File: src/verilog/pkt_port_settings.svh
// Packet port settings
// Widths of the stream word, sequence number and control addresses, plus the
// settings and readback register map

`ifndef PKT_PORT_SETTINGS_SVH
`define PKT_PORT_SETTINGS_SVH

`default_nettype none

// Datapath widths
`define PP_WORD_W 64
`define PP_SEQ_W 12
`define PP_ADDR_W 8

// Settings bus addresses
`define PP_REG_CFG 8'd0
`define PP_REG_CLEAR 8'd1

// Readback bus addresses
`define PP_RB_CFG 8'd0
`define PP_RB_COUNTS 8'd1

`default_nettype wire

`endif

File: src/verilog/pkt_port_pkg.sv
// Packet port types
// Route encoding for the inbound demux and the layout of a packet header word

`include "pkt_port_settings.svh"

`default_nettype none

package pkt_port_pkg;

  // Bit 0 selects the processing port, bit 1 the raw port
  typedef enum logic [1:0] {
    ROUTE_NONE = 2'd0,
    ROUTE_PROC = 2'd1,
    ROUTE_RAW  = 2'd2,
    ROUTE_BOTH = 2'd3
  } route_t;

  // First word of every packet, MSB first
  typedef struct packed {
    logic [3:0]           pkt_type;
    logic [`PP_SEQ_W-1:0] seqnum;
    logic [15:0]          pkt_len;
    logic [31:0]          sid;
  } pkt_hdr_t;

endpackage

`default_nettype wire

File: src/verilog/pkt_stream_if.sv
// Packet stream interface
// One 64-bit word per transfer with valid/ready handshake and end of packet

`timescale 1ns/1ns
`include "pkt_port_settings.svh"
`default_nettype none

interface pkt_stream_if;

  logic [`PP_WORD_W-1:0] tdata;
  logic                  tlast;
  logic                  tvalid;
  logic                  tready;

  modport source (output tdata, output tlast, output tvalid, input tready);

  modport sink (input tdata, input tlast, input tvalid, output tready);

  // Passive tap for counters and checkers
  modport monitor (input tdata, input tlast, input tvalid, input tready);

endinterface

`default_nettype wire

File: src/verilog/port_ctrl.sv
// Packet port control
// Settings decode, clear pulse, packet counters and registered readback

`timescale 1ns/1ns
`include "pkt_port_settings.svh"
`default_nettype none

module port_ctrl
  import pkt_port_pkg::*;
(
  input  wire                   ce_clk,
  input  wire                   i_rst_n,
  input  wire                   i_set_stb,
  input  wire [`PP_ADDR_W-1:0]  i_set_addr,
  input  wire [31:0]            i_set_data,
  input  wire                   i_rb_stb,
  input  wire [`PP_ADDR_W-1:0]  i_rb_addr,
  output logic                  o_rb_ack,
  output logic [63:0]           o_rb_data,
  output logic                  o_clear,
  output logic                  o_rewrite_en,
  input  wire                   i_done_stb,
  input  wire route_t           i_done_route,
  input  wire [`PP_SEQ_W-1:0]   i_seq_count,
  pkt_stream_if.monitor         net_mon
);

  logic [31:0] cfg_r;
  logic        clear_r;
  logic [15:0] in_cnt_r;
  logic [15:0] proc_cnt_r;
  logic [15:0] raw_cnt_r;
  logic        in_last;
  logic        done_proc;
  logic        done_raw;
  logic [63:0] rb_mux;

  //////////////////////////////////////////////////
  // Settings registers
  //////////////////////////////////////////////////
  always_ff @(posedge ce_clk or negedge i_rst_n) begin
    if (!i_rst_n) begin
      cfg_r   <= '0;
      clear_r <= 1'b0;
    end else begin
      // Clear is a single-cycle pulse, data ignored
      clear_r <= i_set_stb & (i_set_addr == `PP_REG_CLEAR);
      if (i_set_stb && (i_set_addr == `PP_REG_CFG)) begin
        cfg_r <= i_set_data;
      end
    end
  end

  assign o_clear      = clear_r;
  assign o_rewrite_en = cfg_r[0];

  //////////////////////////////////////////////////
  // Packet counters
  //////////////////////////////////////////////////
  assign in_last   = net_mon.tvalid & net_mon.tready & net_mon.tlast;
  // A packet sent to both ports counts on both routes
  assign done_proc = i_done_stb & ((i_done_route == ROUTE_PROC) | (i_done_route == ROUTE_BOTH));
  assign done_raw  = i_done_stb & ((i_done_route == ROUTE_RAW) | (i_done_route == ROUTE_BOTH));

  always_ff @(posedge ce_clk or negedge i_rst_n) begin
    if (!i_rst_n) begin
      in_cnt_r   <= '0;
      proc_cnt_r <= '0;
      raw_cnt_r  <= '0;
    end else if (clear_r) begin
      in_cnt_r   <= '0;
      proc_cnt_r <= '0;
      raw_cnt_r  <= '0;
    end else begin
      if (in_last)   in_cnt_r   <= in_cnt_r + 16'd1;
      if (done_proc) proc_cnt_r <= proc_cnt_r + 16'd1;
      if (done_raw)  raw_cnt_r  <= raw_cnt_r + 16'd1;
    end
  end

  //////////////////////////////////////////////////
  // Readback
  //////////////////////////////////////////////////
  always_comb begin
    case (i_rb_addr)
      `PP_RB_CFG:    rb_mux = {32'd0, cfg_r};
      `PP_RB_COUNTS: rb_mux = {4'd0, i_seq_count, raw_cnt_r, proc_cnt_r, in_cnt_r};
      default:       rb_mux = '0;
    endcase
  end

  always_ff @(posedge ce_clk or negedge i_rst_n) begin
    if (!i_rst_n) begin
      o_rb_ack <= 1'b0;
    end else begin
      o_rb_ack <= i_rb_stb;
    end
  end

  // Data only updates on a strobe
  always_ff @(posedge ce_clk) begin
    if (i_rb_stb) begin
      o_rb_data <= rb_mux;
    end
  end

endmodule

`default_nettype wire

File: src/verilog/sink_steer.sv
// Inbound packet steering
// Holds each header until a consumer is ready, then sends the whole packet to
// the processing port, the raw port, or both in lockstep

`timescale 1ns/1ns
`default_nettype none

module sink_steer
  import pkt_port_pkg::*;
(
  input  wire           ce_clk,
  input  wire           i_rst_n,
  input  wire           i_clear,
  pkt_stream_if.sink    net_in,
  pkt_stream_if.source  proc_out,
  pkt_stream_if.source  raw_out,
  output logic          o_done_stb,
  output route_t        o_done_route
);

  logic   hold_r;
  route_t route_r;
  logic   proc_sel;
  logic   raw_sel;
  logic   proc_ok;
  logic   raw_ok;
  logic   in_xfer;

  //////////////////////////////////////////////////
  // Route selection
  //////////////////////////////////////////////////
  assign in_xfer = net_in.tvalid & net_in.tready;

  always_ff @(posedge ce_clk or negedge i_rst_n) begin
    if (!i_rst_n) begin
      hold_r  <= 1'b1;
      route_r <= ROUTE_NONE;
    end else if (i_clear) begin
      hold_r  <= 1'b1;
      route_r <= ROUTE_NONE;
    end else begin
      // Header waiting and someone can take it
      if (hold_r && net_in.tvalid && (proc_out.tready || raw_out.tready)) begin
        hold_r  <= 1'b0;
        route_r <= route_t'({raw_out.tready, proc_out.tready});
      end
      // End of packet, back to waiting for the next header
      if (in_xfer && net_in.tlast) begin
        hold_r  <= 1'b1;
        route_r <= ROUTE_NONE;
      end
    end
  end

  //////////////////////////////////////////////////
  // Datapath
  //////////////////////////////////////////////////
  // Route is NONE while holding, so nothing moves
  assign proc_sel = (route_r == ROUTE_PROC) | (route_r == ROUTE_BOTH);
  assign raw_sel  = (route_r == ROUTE_RAW) | (route_r == ROUTE_BOTH);

  // Each selected port must accept, unselected ports don't matter
  assign proc_ok = ~proc_sel | proc_out.tready;
  assign raw_ok  = ~raw_sel | raw_out.tready;

  assign proc_out.tdata  = net_in.tdata;
  assign proc_out.tlast  = net_in.tlast;
  assign raw_out.tdata   = net_in.tdata;
  assign raw_out.tlast   = net_in.tlast;

  // In ROUTE_BOTH a port only sees valid when the other one is ready too,
  // so neither consumer takes a word that the other misses
  assign proc_out.tvalid = net_in.tvalid & proc_sel & raw_ok;
  assign raw_out.tvalid  = net_in.tvalid & raw_sel & proc_ok;
  assign net_in.tready   = (proc_sel | raw_sel) & proc_ok & raw_ok;

  // Finished packet report
  assign o_done_stb   = in_xfer & net_in.tlast;
  assign o_done_route = route_r;

endmodule

`default_nettype wire

File: src/verilog/source_merge.sv
// Outbound packet merge
// Two-source round-robin arbiter, locked from the first offered word of a
// packet until its last word is accepted

`timescale 1ns/1ns
`default_nettype none

module source_merge (
  input  wire           ce_clk,
  input  wire           i_rst_n,
  input  wire           i_clear,
  pkt_stream_if.sink    proc_in,
  pkt_stream_if.sink    raw_in,
  pkt_stream_if.source  merged
);

  localparam logic SRC_PROC = 1'b0;
  localparam logic SRC_RAW  = 1'b1;

  logic locked_r;
  logic grant_r;
  logic prio_r;
  logic pick;
  logic sel;
  logic xfer;

  //////////////////////////////////////////////////
  // Arbitration
  //////////////////////////////////////////////////
  // Round robin between the two sources
  always_comb begin
    if (prio_r == SRC_RAW && raw_in.tvalid) begin
      pick = SRC_RAW;
    end else if (proc_in.tvalid) begin
      pick = SRC_PROC;
    end else begin
      pick = raw_in.tvalid ? SRC_RAW : SRC_PROC;
    end
  end

  assign sel  = locked_r ? grant_r : pick;
  assign xfer = merged.tvalid & merged.tready;

  always_ff @(posedge ce_clk or negedge i_rst_n) begin
    if (!i_rst_n) begin
      locked_r <= 1'b0;
      grant_r  <= SRC_PROC;
      prio_r   <= SRC_PROC;
    end else if (i_clear) begin
      locked_r <= 1'b0;
      grant_r  <= SRC_PROC;
      prio_r   <= SRC_PROC;
    end else begin
      if (xfer && merged.tlast) begin
        // Other source goes first next time
        locked_r <= 1'b0;
        prio_r   <= ~sel;
      end else if (merged.tvalid) begin
        // Lock as soon as a word is offered so the output stays stable
        locked_r <= 1'b1;
        grant_r  <= sel;
      end
    end
  end

  //////////////////////////////////////////////////
  // Output mux
  //////////////////////////////////////////////////
  assign merged.tdata  = (sel == SRC_RAW) ? raw_in.tdata : proc_in.tdata;
  assign merged.tlast  = (sel == SRC_RAW) ? raw_in.tlast : proc_in.tlast;
  assign merged.tvalid = (sel == SRC_RAW) ? raw_in.tvalid : proc_in.tvalid;

  // Source without the grant is stalled
  assign proc_in.tready = merged.tready & (sel == SRC_PROC);
  assign raw_in.tready  = merged.tready & (sel == SRC_RAW);

endmodule

`default_nettype wire

File: src/verilog/seqnum_rewrite.sv
// Outbound sequence number rewrite
// Counts outbound packets and optionally puts the count into each header

`timescale 1ns/1ns
`include "pkt_port_settings.svh"
`default_nettype none

module seqnum_rewrite
  import pkt_port_pkg::*;
(
  input  wire                  ce_clk,
  input  wire                  i_rst_n,
  input  wire                  i_clear,
  input  wire                  i_rewrite_en,
  pkt_stream_if.sink           pkt_in,
  pkt_stream_if.source         pkt_out,
  output logic [`PP_SEQ_W-1:0] o_seq_count
);

  logic                 sof_r;
  logic [`PP_SEQ_W-1:0] seq_cnt_r;
  pkt_hdr_t             hdr_new;
  logic                 xfer;

  assign xfer = pkt_out.tvalid & pkt_out.tready;

  // First word after a last is the next header
  always_ff @(posedge ce_clk or negedge i_rst_n) begin
    if (!i_rst_n) begin
      sof_r     <= 1'b1;
      seq_cnt_r <= '0;
    end else if (i_clear) begin
      sof_r     <= 1'b1;
      seq_cnt_r <= '0;
    end else if (xfer) begin
      sof_r <= pkt_out.tlast;
      if (pkt_out.tlast) begin
        seq_cnt_r <= seq_cnt_r + 1'b1;
      end
    end
  end

  // Header with only the sequence field swapped
  always_comb begin
    hdr_new        = pkt_hdr_t'(pkt_in.tdata);
    hdr_new.seqnum = seq_cnt_r;
  end

  assign pkt_out.tdata  = (i_rewrite_en && sof_r) ? hdr_new : pkt_in.tdata;
  assign pkt_out.tlast  = pkt_in.tlast;
  assign pkt_out.tvalid = pkt_in.tvalid;
  assign pkt_in.tready  = pkt_out.tready;

  assign o_seq_count = seq_cnt_r;

endmodule

`default_nettype wire

File: src/verilog/pkt_port_top.sv
// Packet port gateway top
// Inbound steering, outbound merge with sequence rewrite, and control

`timescale 1ns/1ns
`include "pkt_port_settings.svh"
`default_nettype none

module pkt_port_top
  import pkt_port_pkg::*;
(
  input  wire                   ce_clk,
  input  wire                   i_rst_n,
  // Settings and readback
  input  wire                   i_set_stb,
  input  wire [`PP_ADDR_W-1:0]  i_set_addr,
  input  wire [31:0]            i_set_data,
  input  wire                   i_rb_stb,
  input  wire [`PP_ADDR_W-1:0]  i_rb_addr,
  output logic                  o_rb_ack,
  output logic [63:0]           o_rb_data,
  // Inbound network stream
  input  wire [`PP_WORD_W-1:0]  i_net_in_tdata,
  input  wire                   i_net_in_tlast,
  input  wire                   i_net_in_tvalid,
  output logic                  o_net_in_tready,
  // Processing consumer
  output logic [`PP_WORD_W-1:0] o_proc_tdata,
  output logic                  o_proc_tlast,
  output logic                  o_proc_tvalid,
  input  wire                   i_proc_tready,
  // Raw consumer
  output logic [`PP_WORD_W-1:0] o_raw_tdata,
  output logic                  o_raw_tlast,
  output logic                  o_raw_tvalid,
  input  wire                   i_raw_tready,
  // Processing source
  input  wire [`PP_WORD_W-1:0]  i_proc_in_tdata,
  input  wire                   i_proc_in_tlast,
  input  wire                   i_proc_in_tvalid,
  output logic                  o_proc_in_tready,
  // Raw source
  input  wire [`PP_WORD_W-1:0]  i_raw_in_tdata,
  input  wire                   i_raw_in_tlast,
  input  wire                   i_raw_in_tvalid,
  output logic                  o_raw_in_tready,
  // Outbound network stream
  output logic [`PP_WORD_W-1:0] o_net_out_tdata,
  output logic                  o_net_out_tlast,
  output logic                  o_net_out_tvalid,
  input  wire                   i_net_out_tready
);

  logic                 clear;
  logic                 rewrite_en;
  logic                 done_stb;
  route_t               done_route;
  logic [`PP_SEQ_W-1:0] seq_count;

  pkt_stream_if net_in_s ();
  pkt_stream_if proc_out_s ();
  pkt_stream_if raw_out_s ();
  pkt_stream_if proc_in_s ();
  pkt_stream_if raw_in_s ();
  pkt_stream_if merged_s ();
  pkt_stream_if net_out_s ();

  //////////////////////////////////////////////////
  // Port to interface mapping
  //////////////////////////////////////////////////
  assign net_in_s.tdata     = i_net_in_tdata;
  assign net_in_s.tlast     = i_net_in_tlast;
  assign net_in_s.tvalid    = i_net_in_tvalid;
  assign o_net_in_tready    = net_in_s.tready;

  assign o_proc_tdata       = proc_out_s.tdata;
  assign o_proc_tlast       = proc_out_s.tlast;
  assign o_proc_tvalid      = proc_out_s.tvalid;
  assign proc_out_s.tready  = i_proc_tready;

  assign o_raw_tdata        = raw_out_s.tdata;
  assign o_raw_tlast        = raw_out_s.tlast;
  assign o_raw_tvalid       = raw_out_s.tvalid;
  assign raw_out_s.tready   = i_raw_tready;

  assign proc_in_s.tdata    = i_proc_in_tdata;
  assign proc_in_s.tlast    = i_proc_in_tlast;
  assign proc_in_s.tvalid   = i_proc_in_tvalid;
  assign o_proc_in_tready   = proc_in_s.tready;

  assign raw_in_s.tdata     = i_raw_in_tdata;
  assign raw_in_s.tlast     = i_raw_in_tlast;
  assign raw_in_s.tvalid    = i_raw_in_tvalid;
  assign o_raw_in_tready    = raw_in_s.tready;

  assign o_net_out_tdata    = net_out_s.tdata;
  assign o_net_out_tlast    = net_out_s.tlast;
  assign o_net_out_tvalid   = net_out_s.tvalid;
  assign net_out_s.tready   = i_net_out_tready;

  //////////////////////////////////////////////////
  // Blocks
  //////////////////////////////////////////////////
  port_ctrl port_ctrl_inst (
    .ce_clk       (ce_clk),
    .i_rst_n      (i_rst_n),
    .i_set_stb    (i_set_stb),
    .i_set_addr   (i_set_addr),
    .i_set_data   (i_set_data),
    .i_rb_stb     (i_rb_stb),
    .i_rb_addr    (i_rb_addr),
    .o_rb_ack     (o_rb_ack),
    .o_rb_data    (o_rb_data),
    .o_clear      (clear),
    .o_rewrite_en (rewrite_en),
    .i_done_stb   (done_stb),
    .i_done_route (done_route),
    .i_seq_count  (seq_count),
    .net_mon      (net_in_s.monitor)
  );

  sink_steer sink_steer_inst (
    .ce_clk       (ce_clk),
    .i_rst_n      (i_rst_n),
    .i_clear      (clear),
    .net_in       (net_in_s.sink),
    .proc_out     (proc_out_s.source),
    .raw_out      (raw_out_s.source),
    .o_done_stb   (done_stb),
    .o_done_route (done_route)
  );

  source_merge source_merge_inst (
    .ce_clk  (ce_clk),
    .i_rst_n (i_rst_n),
    .i_clear (clear),
    .proc_in (proc_in_s.sink),
    .raw_in  (raw_in_s.sink),
    .merged  (merged_s.source)
  );

  seqnum_rewrite seqnum_rewrite_inst (
    .ce_clk       (ce_clk),
    .i_rst_n      (i_rst_n),
    .i_clear      (clear),
    .i_rewrite_en (rewrite_en),
    .pkt_in       (merged_s.sink),
    .pkt_out      (net_out_s.source),
    .o_seq_count  (seq_count)
  );

endmodule

`default_nettype wire

File: config.mk
export PLATFORM = sky130hd
export DESIGN_NAME = pkt_port_top
export DESIGN_NICKNAME = d
export VERILOG_FILES = /design/src/verilog/pkt_port_pkg.sv /design/src/verilog/pkt_stream_if.sv /design/src/verilog/port_ctrl.sv /design/src/verilog/sink_steer.sv /design/src/verilog/source_merge.sv /design/src/verilog/seqnum_rewrite.sv /design/src/verilog/pkt_port_top.sv
export VERILOG_INCLUDE_DIRS = /design/src /design/src/verilog
export SDC_FILE = /design/constraint.sdc
export NUM_CORES = 1
export LEC_CHECK = 0
export ABC_CLOCK_PERIOD_IN_PS = 2200
export BUFFER_PORTS_ARGS = -buffer_cell sky130_fd_sc_hd__buf_2
export CAP_MARGIN = 20
export CORE_AREA = 2 2 204 206
export DETAILED_ROUTE_END_ITERATION = 16
export DIE_AREA = 0 0 206 208
export SYNTH_ARGS = -nofsm -noshare
export SYNTH_HDL_FRONTEND = slang
export SYNTH_SLANG_ARGS = --single-unit
File: constraint.sdc
create_clock -name ce_clk -period 2.2 [get_ports ce_clk]
set_input_delay 0.33 -clock ce_clk [delete_from_list [all_inputs] [get_ports ce_clk]]
set_output_delay 0.33 -clock ce_clk [all_outputs]
set_load 0.005 [all_outputs]
# --- Word-level counts from Yosys, hierarchy flattened ---
# Cells that the tools add are included.
word_totals:
  register_bits: 165
  input_bits: 253
  wordCells: 101
classes:
  n_eq_ne: 6
  n_mux: 34
  n_reduce_logical: 21
  n_addsub: 4
  n_bitwise: 22
op_table:
  columns: ["cell", "n"]
  rows:
  - ["one-hot mux 60 bit (2 select lines)", 1]
  - ["2-to-1 mux 16 bit", 6]
  - ["2-to-1 mux 64 bit", 1]
  - ["2-to-1 mux 60 bit", 1]
  - ["adder 16 x 1 -> 16 bit (second input constant)", 3]
  - ["2-to-1 mux 12 bit", 3]
  - ["2-to-1 mux 1 bit", 19]
  - ["equality test 8 x 1 -> 1 bit (second input constant)", 2]
  - ["logical NOT 8 bit", 2]
  - ["bitwise AND 1 bit", 14]
  - ["nonzero test 2 bit", 7]
  - ["adder 12 x 1 -> 12 bit (second input constant)", 1]
  - ["logical AND 1 bit", 7]
  - ["2-to-1 mux 2 bit", 3]
  - ["nonzero test 3 bit", 2]
  - ["OR 1 bit", 5]
  - ["equality test 2 bit (second input constant)", 2]
  - ["AND reduction 2 bit", 2]
  - ["NOT 1 bit", 3]
  - ["equality test 2 x 1 -> 1 bit (second input constant)", 1]
  - ["inequality test 2 bit (second input constant)", 1]
  - ["logical OR 1 bit", 1]

# --- Logic depth before layout (Yosys ltp) ---
# Gate-level depths: netlist of run 1.
depth:
  ltp_word: 11
  ltp_mapped: 7

# --- Modules after synthesis ---
# A second synthesis of run 1 with hierarchy kept.
unflattened:
  cells_unflattened: 845
  hier_area_um2: 9729.3
by_module_without_submodules:
  columns: ["mod", "cells_per_inst", "instances", "area_each_um2"]
  rows:
  - ["port_ctrl", 461, 1, 6153.4]
  - ["seqnum_rewrite", 135, 1, 1237.4]
  - ["source_merge", 99, 1, 1183.6]
  - ["sink_steer", 150, 1, 1154.9]

# --- Worst setup path after synthesis of run 1 ---
# Ideal clock, no wire load.
synth_path:
  path_kind: "flip-flop to output port"
  startpoint: "register source_merge_inst.locked_r"
  endpoint: "output o_net_out_tdata[47]"
  path_stages_with_launch: 6
  arrival_time_ps: 1588
  t_required_ps: 1870
  setup_slack_ps: 282
  cell_sequence: "dfrtp_1 -> nand2b_1 -> o21ai_4 -> buf_2 -> buf_2 -> mux2_2"
synth_via:
  elab_chain_len: 3
synth_lines:
  columns: ["element", "line", "rtl"]
  rows:
  - ["start, declared", "source_merge.sv:20", "logic locked_r;"]
  - ["start signal, assigned", "source_merge.sv:46", "locked_r <= 1'b0;"]
  - ["start signal, assigned", "source_merge.sv:50", "locked_r <= 1'b0;"]
  - ["start signal, assigned", "source_merge.sv:56", "locked_r <= 1'b0;"]
  - ["2-to-1 mux 1 bit", "source_merge.sv:41", "assign sel = locked_r ? grant_r : pick;"]
  - ["2-to-1 mux 64 bit", "source_merge.sv:69", "assign merged.tdata = (sel == SRC_RAW) ? raw_in.tdata : proc_in.tdata;"]
  - ["2-to-1 mux 60 bit", "seqnum_rewrite.sv:49", "assign pkt_out.tdata = (i_rewrite_en && sof_r) ? hdr_new : pkt_in.tdata;"]
  - ["end, declared", "pkt_port_top.sv:47", "output logic [`PP_WORD_W-1:0] o_net_out_tdata,"]
# No other way between the ends.

# --- Final worst setup path of run 1 ---
layout_path:
  startpoint: "register source_merge_inst.locked_r"
  endpoint: "output o_net_out_tdata[18]"
# The elaborated chain is that of the path after synthesis.

==> results of run 1 <==
-- critical path: cells and delay by family, from the launching register on --
family	cells	cell delay, ns
buffers and inverters	4	0.61
and+or+nand+nor	1	0.15
muxes	1	0.33
DFF	1	0.39
AOI/OAI and AO/OA	1	0.13
-- sequential cells by signal (all words and copies together) (netlist names), 2 cells and up --
register / cells
seqnum_rewrite_inst.o_seq_count: 12
port_ctrl_inst.proc_cnt_r: 16
port_ctrl_inst.cfg_r: 32
port_ctrl_inst.in_cnt_r: 16
port_ctrl_inst.o_rb_data: 60
sink_steer_inst.o_done_route: 2
port_ctrl_inst.raw_cnt_r: 16
-- layer usage --
metal,routed length (um),track usage (%),share of wire (%),up-vias
met5,159,2.76,0.39,-
met4,1190,5.49,2.9,8
met3,6080,12.4,15,56
met2,18500,28.8,45,428
met1,15300,21.1,37,3439
li1,-,-,-,3168
-- worst paths after layout --
path,startpoint,to,cells past startpoint
worst max register to register,source_merge_inst.locked_r,seqnum_rewrite_inst.o_seq_count[4],10
worst min-delay path,i_set_data[20],port_ctrl_inst.cfg_r[20],2
worst min register to register,port_ctrl_inst.cfg_r[12],port_ctrl_inst.cfg_r[12],1
worst max-delay path,source_merge_inst.locked_r,o_net_out_tdata[18],7
min in group asynchronous,i_rst_n,port_ctrl_inst.proc_cnt_r[8],2
max in group asynchronous,i_rst_n,sink_steer_inst.hold_r,3
-- power by group through the flow --
stage / registers [mW] / logic (mW) / clock network [mW]
floorplan: 3.56 / 1.53 / 0
global placement: 3.60 / 2.78 / 0
detailed placement: 3.61 / 2.80 / 0
CTS: 3.55 / 3.70 / 3.19
global route: 3.59 / 4.28 / 3.32
finish: 3.55 / 4.08 / 3.12
-- final cells by class --
cell class                 count  area [um^2]
multi-input combinational    467         3810
sequential                   161         4330
clock inverter                13          176
inverter                      13         52.6
timing repair buffer         369         2380
antenna                        4         10.0
clock buffer                  18          439
tap                          532          666
fill                        4210        28700
-- cells by family after synthesis --
family,after synthesis,synth area share (%)
AO/OA/AOI/OAI,86,6.87
multiplexers,104,12.9
buffers and inverters,184,13.6
XOR/XNOR,39,3.83
other,1,0.0420
adder cells (fa/ha/maj),4,0.561
AND/OR/NAND/NOR,230,13.6
flip-flops,161,48.6
-- timing repair --
action | in CTS | in global routing
setup buffers | 7 | 3
pin swaps | 3 | 11
setup endpoints to repair | 67 | 74
hold buffers | 1 | 0
cloned | 5 | 1
endpoints found under the hold margin | 37 | 0
gates resized for setup | 72 | 72
-- stage by stage --
step                      power (mW)  instances  instance area, um^2
after floorplan                 5.09        812                 8930
after global placement          6.38       1527                10400
after detailed placement        6.41       1527                10400
after CTS                       10.4       1571                11500
after global routing            11.2       1575                11900
final                           10.8       1577                11900
-- layout by cell type, fill, tap and decap left out, drive strengths merged, types with 3 or more instances in the layout --
cell type and count:
nor2b 5, bufinv 3, nand2b 5, diode 4, nand2 36, buf 366
nor4 6, clkinv 3, nor2 57, mux2 87, and4 9, clkinvlp 3
nand4 20, a21oi 15, dfrtp 99, edfxtp 60, o21ai 21, nand3 15
inv 17, and2 30, and3 11, or3 5, o31ai 5, a22o 32
xor2 17, conb 4, mux2i 17, or4 5, a211oi 3, xnor2 22
clkbuf 19, nor3 20, ha 4
==> results.tsv, run 1 <==
metric	value	unit
timing.reg2reg.setup_slack	-0.10	ns
clk_latency	0.43	ns
skew	0.0106	ns
pwr-share-seq	33.1	%
synth.distinct_cells	46	
finalHoldViolations	0	
core.rowCount	74	
place_hpwl	33800	um
yosys-top-cells-count	buf_4, dfrtp_1, mux2_2	
whs	0.128	ns
ys_async_sr_fraction	62.7	%
synth_top_area_share	27.8	%
ys.flop_type	dfrtp_1	
synth_seq_area_share	48.6	%
antenna_left	0	
internal-power	7.39	mW
antenna_found_initial	12	
clockPowerShare	29.0	%
drt_iter0_drc	312	
grt_max_degree	62	
cts-root-buf	clkbuf_16	
cts.sinks	161	
worstPathCellList	nand2b_4 -> o21ai_4 -> buf_6 -> buf_16 -> clkbuf_16 -> mux2_2 -> buf_2	
tns	-9.90	ns
grt_usage	18.8	%
worst_setup_path_start_kind	register	
die_h	208	um
endpoint_kind	output pin	
drt-total-wl	41200	um
synth_most_common_cell	buf_4	
nets	1286	
grt_pass1_wl	55600	um
setup_viol	69	
syn_inst	809	
dr.pass1.iters	4	
viasPerCell	4.50	
power_switching	3.36	mW
fmax	0.418	GHz
max_stage_delay	0.39	ns
cp_slowest_cell	dfrtp_1	
routedWlPerCell	26.1	um
ir_drop	0.473	mV
combPwrFrac	37.9	%
layout-drive-gt1-share	51.3	%
areaGrowthSynthToFinish	33.1	%
cts-buffers-inserted	17	
syn-cell-area	0.00892	mm^2
gp_congestion	1.02	
cts_tree	done	
ioPinCount	519	
yosysWarnings	0	
die_area	0.0428	mm^2
ys_ff_latch	161	
status	finished, violations left	
final.period_utilization	109	%
rsz0062_at_grt	true	
max-cap-violations	0	
worst_pin_slew	1.00	ns
path_clk_slew	0.07	ns
p_leak	5.49	nW
p_per_area	906	mW/mm^2
slew_viol_final	0	
swShare	31.2	%
avgSynthCellArea	11.0	um^2
htreeDepth	4	
crit_arrival	2.06	ns
vias	7099	
start_util	22.0	%
drc	0	
hp-class	in2reg	
worstSetupPathType	reg2out	
fin_ws	-0.191	ns
fin_util	29.3	%
worstPathMaxFanout	11	
relSlewSlack	32.9	%
failed_checks	negative setup slack	
die_x	206	um
cp.required	1.87	ns
yosysTopAreaCell	dfrtp_1	
core_area	0.0406	mm^2
synth_edf_count	60	
place_ws	-0.00672	ns
grt_pass1_vias	7219	
port_buffers	322	
finalCriticalPeriod	2.39	ns
synthTopCellsByArea	dfrtp_1, edfxtp_1, buf_4, mux2_2, a22o_1	
globalRouteOverflowTotal	0	
cts_buffer_depth	2	
Power figures use the tool's default switching activity.
==> inputs of run 2 (changes only) <==
- PLACE_DENSITY_LB_ADDON: not set -> 0.12
==> run 2 against run 1 <==
Cell area decreased by 2.6%. Global-route usage decreased by 2.2 points. Clock-buffer cell count unchanged. First-iteration DRC count increased by 29%. Setup slack improved by 0.036 ns. Critical endpoint is now o_net_out_tdata[6]. Largest cell class unchanged. Sequential power about the same. Final cell count decreased by 0.19%. The run still ends with negative setup slack left. Die area unchanged. Sequential share of layout area increased by 0.96 points. Register-to-register slack improved by 0.35 ns. Clock skew decreased by 0.00077 ns. Maximum frequency increased by 1.5%.
==> results.tsv, run 2 (synthesis results as in run 1) <==
metric	value	unit
status	finished, violations left	
failed_checks	negative setup slack	
htreeDepth	4	
grt_usage	16.6	%
place_hpwl	28800	um
nets	1286	
multi_input_area	0.00353	mm^2
r2r-start	source_merge_inst.locked_r	
p_leak	5.43	nW
finalHoldViolations	0	
layout_commonest_cell	buf_2	
r2r_cells	8	
finalCriticalPeriod	2.36	ns
clk_latency	0.44	ns
antenna_left	0	
vias	6816	
cts.sinks	161	
diodes	0	
met1_usage	20.5	%
grt_pass1_vias	6777	
die_x	206	um
globalRouteOverflowTotal	0	
core_area	0.0406	mm^2
grt_max_degree	37	
slew_viol_final	0	
use_met3	7.88	%
top_regs	port_ctrl_inst.o_rb_data x60, port_ctrl_inst.cfg_r x32	
worstSetupPathType	reg2out	
critPathLaunch	source_merge_inst.locked_r	
p_per_area	881	mW/mm^2
cts-buffers-inserted	17	
regArea	0.00433	mm^2
gp_congestion	0.954	
setup_viol	67	
tns	-7.54	ns
areaGrowthSynthToFinish	29.7	%
most-common-layout-cells	buf_2, dfrtp_1, edfxtp_1	
whs	0.116	ns
rr_endpoint	seqnum_rewrite_inst.o_seq_count[11]	
largest_register	port_ctrl_inst.o_rb_data	
fillers	4353	
timing.reg2reg.setup_slack	0.25	ns
layout-drive-gt1-share	48.3	%
antenna_found_initial	10	
drc	0	
core.rowCount	74	
cts-root-buf	clkbuf_16	
grt_use_met2	26.0	%
crit_path_end	o_net_out_tdata[6]	
cts_tree	done	
viasPerCell	4.33	
dr.pass1.iters	6	
die_h	208	um
hp-class	in2reg	
rsz0062_at_grt	true	
path_clk_slew	0.07	ns
drt_iter0_drc	401	
max-cap-violations	0	
ir_drop	0.503	mV
start_util	22.0	%
ioPinCount	519	
fmax	0.424	GHz
die_area	0.0428	mm^2
port_buffers	322	
drt-total-wl	36200	um
worst_setup_path_start_kind	register	
crit_arrival	2.03	ns
top_usage_layer	met2	
worstPathMaxFanout	10	
routedWlPerCell	23.0	um
fin_ws	-0.156	ns
skew	0.00981	ns
cp.required	1.87	ns
grt_pass1_wl	50400	um
final.period_utilization	107	%
power	10.2	mW
largest_reg_flops	60	
endpoint_kind	output pin	
fin_util	28.5	%
cts_buffer_depth	2	
==> run 2: cell count changes in the layout (fill, tap and decap cells not counted), moves of 5 or more <==
cell	change
a21oi_2	-5
mux2i_4	-6
a21oi_1	+5
o21ai_4	-6
mux2_4	-5
mux2_2	+5
o21ai_1	+7
mux2i_1	+7
==> run 2: how the worst min path moves through the flow <==
stage / to / slack (ns) / startpoint / depth (start not counted)
final: port_ctrl_inst.cfg_r[22] / 0.12 / i_set_data[22] / 2
after global routing: port_ctrl_inst.cfg_r[15] / 0.09 / i_set_data[15] / 2
after CTS: port_ctrl_inst.cfg_r[22] / 0.09 / i_set_data[22] / 2
after detailed placement: port_ctrl_inst.cfg_r[2] / 0.29 / i_rst_n / 1
after global placement: port_ctrl_inst.cfg_r[2] / 0.30 / i_rst_n / 1
after floorplan: port_ctrl_inst.cfg_r[0] / 0.03 / i_rst_n / 0
==> run 2: power breakdown <==
part | leakage, nW | total (mW) | internal, mW | switching, mW
combinational | 3.18 | 3.54 | 2.03 | 1.51
sequential | 1.96 | 3.55 | 3.34 | 0.211
clock | 0.288 | 3.11 | 1.72 | 1.39
==> run 2: timing repair <==
item | CTS | global route
hold buffers | 1 | 0
resized for setup | 58 | 23
endpoints found under the hold margin | 23 | 0
buffers inserted | 4 | 7
cloned | 3 | 2
pin swaps | 2 | 1
endpoints found under the setup margin | 65 | 67
==> run 2: metal layers <==
| metal | vias to the layer above | part of all wire, % |
|---|---|---|
| met1 | 3262 | 41 |
| li1 | 3169 | - |
| met5 | - | 0.10 |
| met4 | 4 | 1.5 |
| met2 | 352 | 47 |
| met3 | 29 | 11 |
==> run 2: layout make-up <==
cell class | instances | share of cell area [%]
sequential | 161 | 37.5
tap | 532 | 5.75
clock inverter | 14 | 1.47
multi-input combinational | 467 | 30.5
timing repair buffer | 369 | 20.7
clock buffer | 18 | 3.71
inverter | 13 | 0.422
==> run 2: through the flow <==
step                area (um^2)  setup slack [ns]  instances
finish                    11600            -0.156       1574
CTS                       11400            -0.203       1566
floorplan                  8930             0.282        812
detailed placement        10400             0.122       1526
global placement          10400             0.126       1526
global route              11600            -0.247       1574
==> run 2: critical path, stage by stage (launching register included) <==
cell and delay [ns]:
dfrtp_1 0.42, nand2b_4 0.16, o21ai_4 0.14, buf_12 0.15, buf_16 0.16, buf_12 0.11, mux2_4 0.32, buf_6 0.13
==> inputs of run 3 (changes only) <==
- CORE_AREA: 2 2 204 206 -> 2 2 202 204
- CTS_BUF_LIST: not set -> sky130_fd_sc_hd__clkbuf_4 sky130_fd_sc_hd__clkbuf_8
- CTS_CLUSTER_DIAMETER: not set -> 200
- DIE_AREA: 0 0 206 208 -> 0 0 204 206
==> run 3 against run 2 <==
The flow still finishes with violations (negative setup slack). Clock-buffer cell count rose by 4. First-iteration DRC count rose by 6.5%. Sequential share of layout area rose by 0.97 points. Die area fell by 1.9%. Global-route usage fell by 0.065 points. Critical path type unchanged. Largest cell class unchanged.
==> results.tsv, run 3 (synthesis results as in run 1) <==
metric	value	unit
slew_viol_final	0	
power_switching	2.78	mW
p_leak	5.26	nW
path_clk_slew	0.09	ns
most-common-layout-cells	buf_2, dfrtp_1, mux2_2	
cts-root-buf	clkbuf_8	
cts_buffer_depth	2	
dp.cells	1525	
finalCriticalPeriod	2.38	ns
die_x	204	um
endpoint_kind	output pin	
grt_pass1_vias	6566	
place_ws	0.132	ns
layout_commonest_cell	buf_2	
p_per_area	802	mW/mm^2
top_regs	port_ctrl_inst.o_rb_data x60, port_ctrl_inst.cfg_r x32	
die_h	206	um
status	finished, violations left	
start_util	22.2	%
antenna_left	0	
place_hpwl	28400	um
clk_latency	0.46	ns
final.period_utilization	108	%
crit_arrival	2.05	ns
swShare	30.8	%
design_area	0.0113	mm^2
combPwrFrac	35.9	%
grt_pass1_wl	49000	um
grt_max_degree	62	
worstSetupPathType	reg2out	
cp.required	1.87	ns
largest_reg_flops	60	
cts-buffers-inserted	17	
clockPowerShare	24.7	%
antenna_found_initial	3	
grt_usage	16.6	%
viasPerCell	4.33	
skew	0.0130	ns
cts.sinks	161	
port_buffers	322	
drt-total-wl	36300	um
worst_setup_path_start_kind	register	
largest_register	port_ctrl_inst.o_rb_data	
core_area	0.0402	mm^2
power	9.04	mW
ioPinCount	519	
setup_viol	65	
die_area	0.0420	mm^2
globalRouteOverflowTotal	0	
dpl_cell_area	0.0104	mm^2
whs	0.0989	ns
fmax	0.421	GHz
areaGrowthSynthToFinish	26.4	%
layout-drive-gt1-share	48.8	%
worstPathMaxFanout	13	
internal-power	6.25	mW
stdcell_count	1576	
max-cap-violations	0	
hp-class	in2reg	
failed_checks	negative setup slack	
gp_congestion	0.859	
finalHoldViolations	0	
drt_iter0_drc	427	
fin_ws	-0.175	ns
vias	6817	
rsz0062_at_grt	true	
ir_drop	0.472	mV
htreeDepth	4	
pwr-share-seq	39.4	%
drc	0	
routedWlPerCell	23.0	um
dr.pass1.iters	4	
core.rowCount	74	
cts_tree	done	
nets	1283	
[run 3: timing repair]
action,in CTS,in global routing
resized for setup,30,36
endpoints found under the setup margin,65,70
gates cloned,1,1
buffers inserted,9,3
hold buffers,1,0
hold endpoints to repair,21,0
pin swaps,1,2
[run 3: worst paths after layout]
check                                            from                                   to  slack, ns  depth (start not counted)
setup / recovery           source_merge_inst.locked_r                  o_net_out_tdata[40]      -0.18                          6
hold / removal                         i_set_data[28]             port_ctrl_inst.cfg_r[28]        0.1                          2
setup reg to reg           source_merge_inst.locked_r  seqnum_rewrite_inst.o_seq_count[10]       0.07                          9
hold reg to reg              port_ctrl_inst.cfg_r[15]             port_ctrl_inst.cfg_r[15]       0.51                          1
max in group asynchronous                     i_rst_n               sink_steer_inst.hold_r       1.19                          3
min in group asynchronous                     i_rst_n              port_ctrl_inst.cfg_r[7]       0.33                          2
[run 3: area by class of cell]
cell class                 instances  area [um^2]
fill                            4298        28900
sequential                       161         4330
multi-input combinational        467         3540
timing repair buffer             366         2280
tap                              532          666
clock buffer                      22          272
clock inverter                    10          115
inverter                          13         52.6
antenna                            5         12.5
[run 3: through the flow]
step | util (%) | setup TNS (ns)
finish | 28.1 | -7.92
global route | 28.0 | -14.54
CTS | 27.5 | -10.08
detailed placement | 25.9 | 0
global placement | 25.9 | 0
floorplan | - | 0
[run 3: layer usage]
metal / routed length (um) / up-vias / part of all wire (%) / global-route usage (%)
met4: 604 / 2 / 1.7 / 4.37
met2: 16100 / 327 / 44 / 24.0
met1: 14400 / 3278 / 40 / 19.9
li1: - / 3178 / - / -
met3: 5180 / 32 / 14 / 10.7
met5: 35 / - / 0.097 / 3.21
[run 3: critical path, stage by stage (launching register included)]
cell and delay, ns:
dfrtp_1 0.39, nand2b_4 0.15, o21ai_4 0.20, buf_12 0.19, clkbuf_16 0.19, mux2_2 0.34, buf_2 0.13
[run 3: power by group through the flow]
stage | sequential [mW] | clock, mW | combinational (mW)
5_1_grt | 3.60 | 2.44 | 3.50
3_5_place_dp | 3.63 | 0 | 2.57
2_1_floorplan | 3.56 | 0 | 1.53
3_3_place_gp | 3.62 | 0 | 2.56
6_report | 3.56 | 2.23 | 3.25
4_1_cts | 3.56 | 2.34 | 2.96
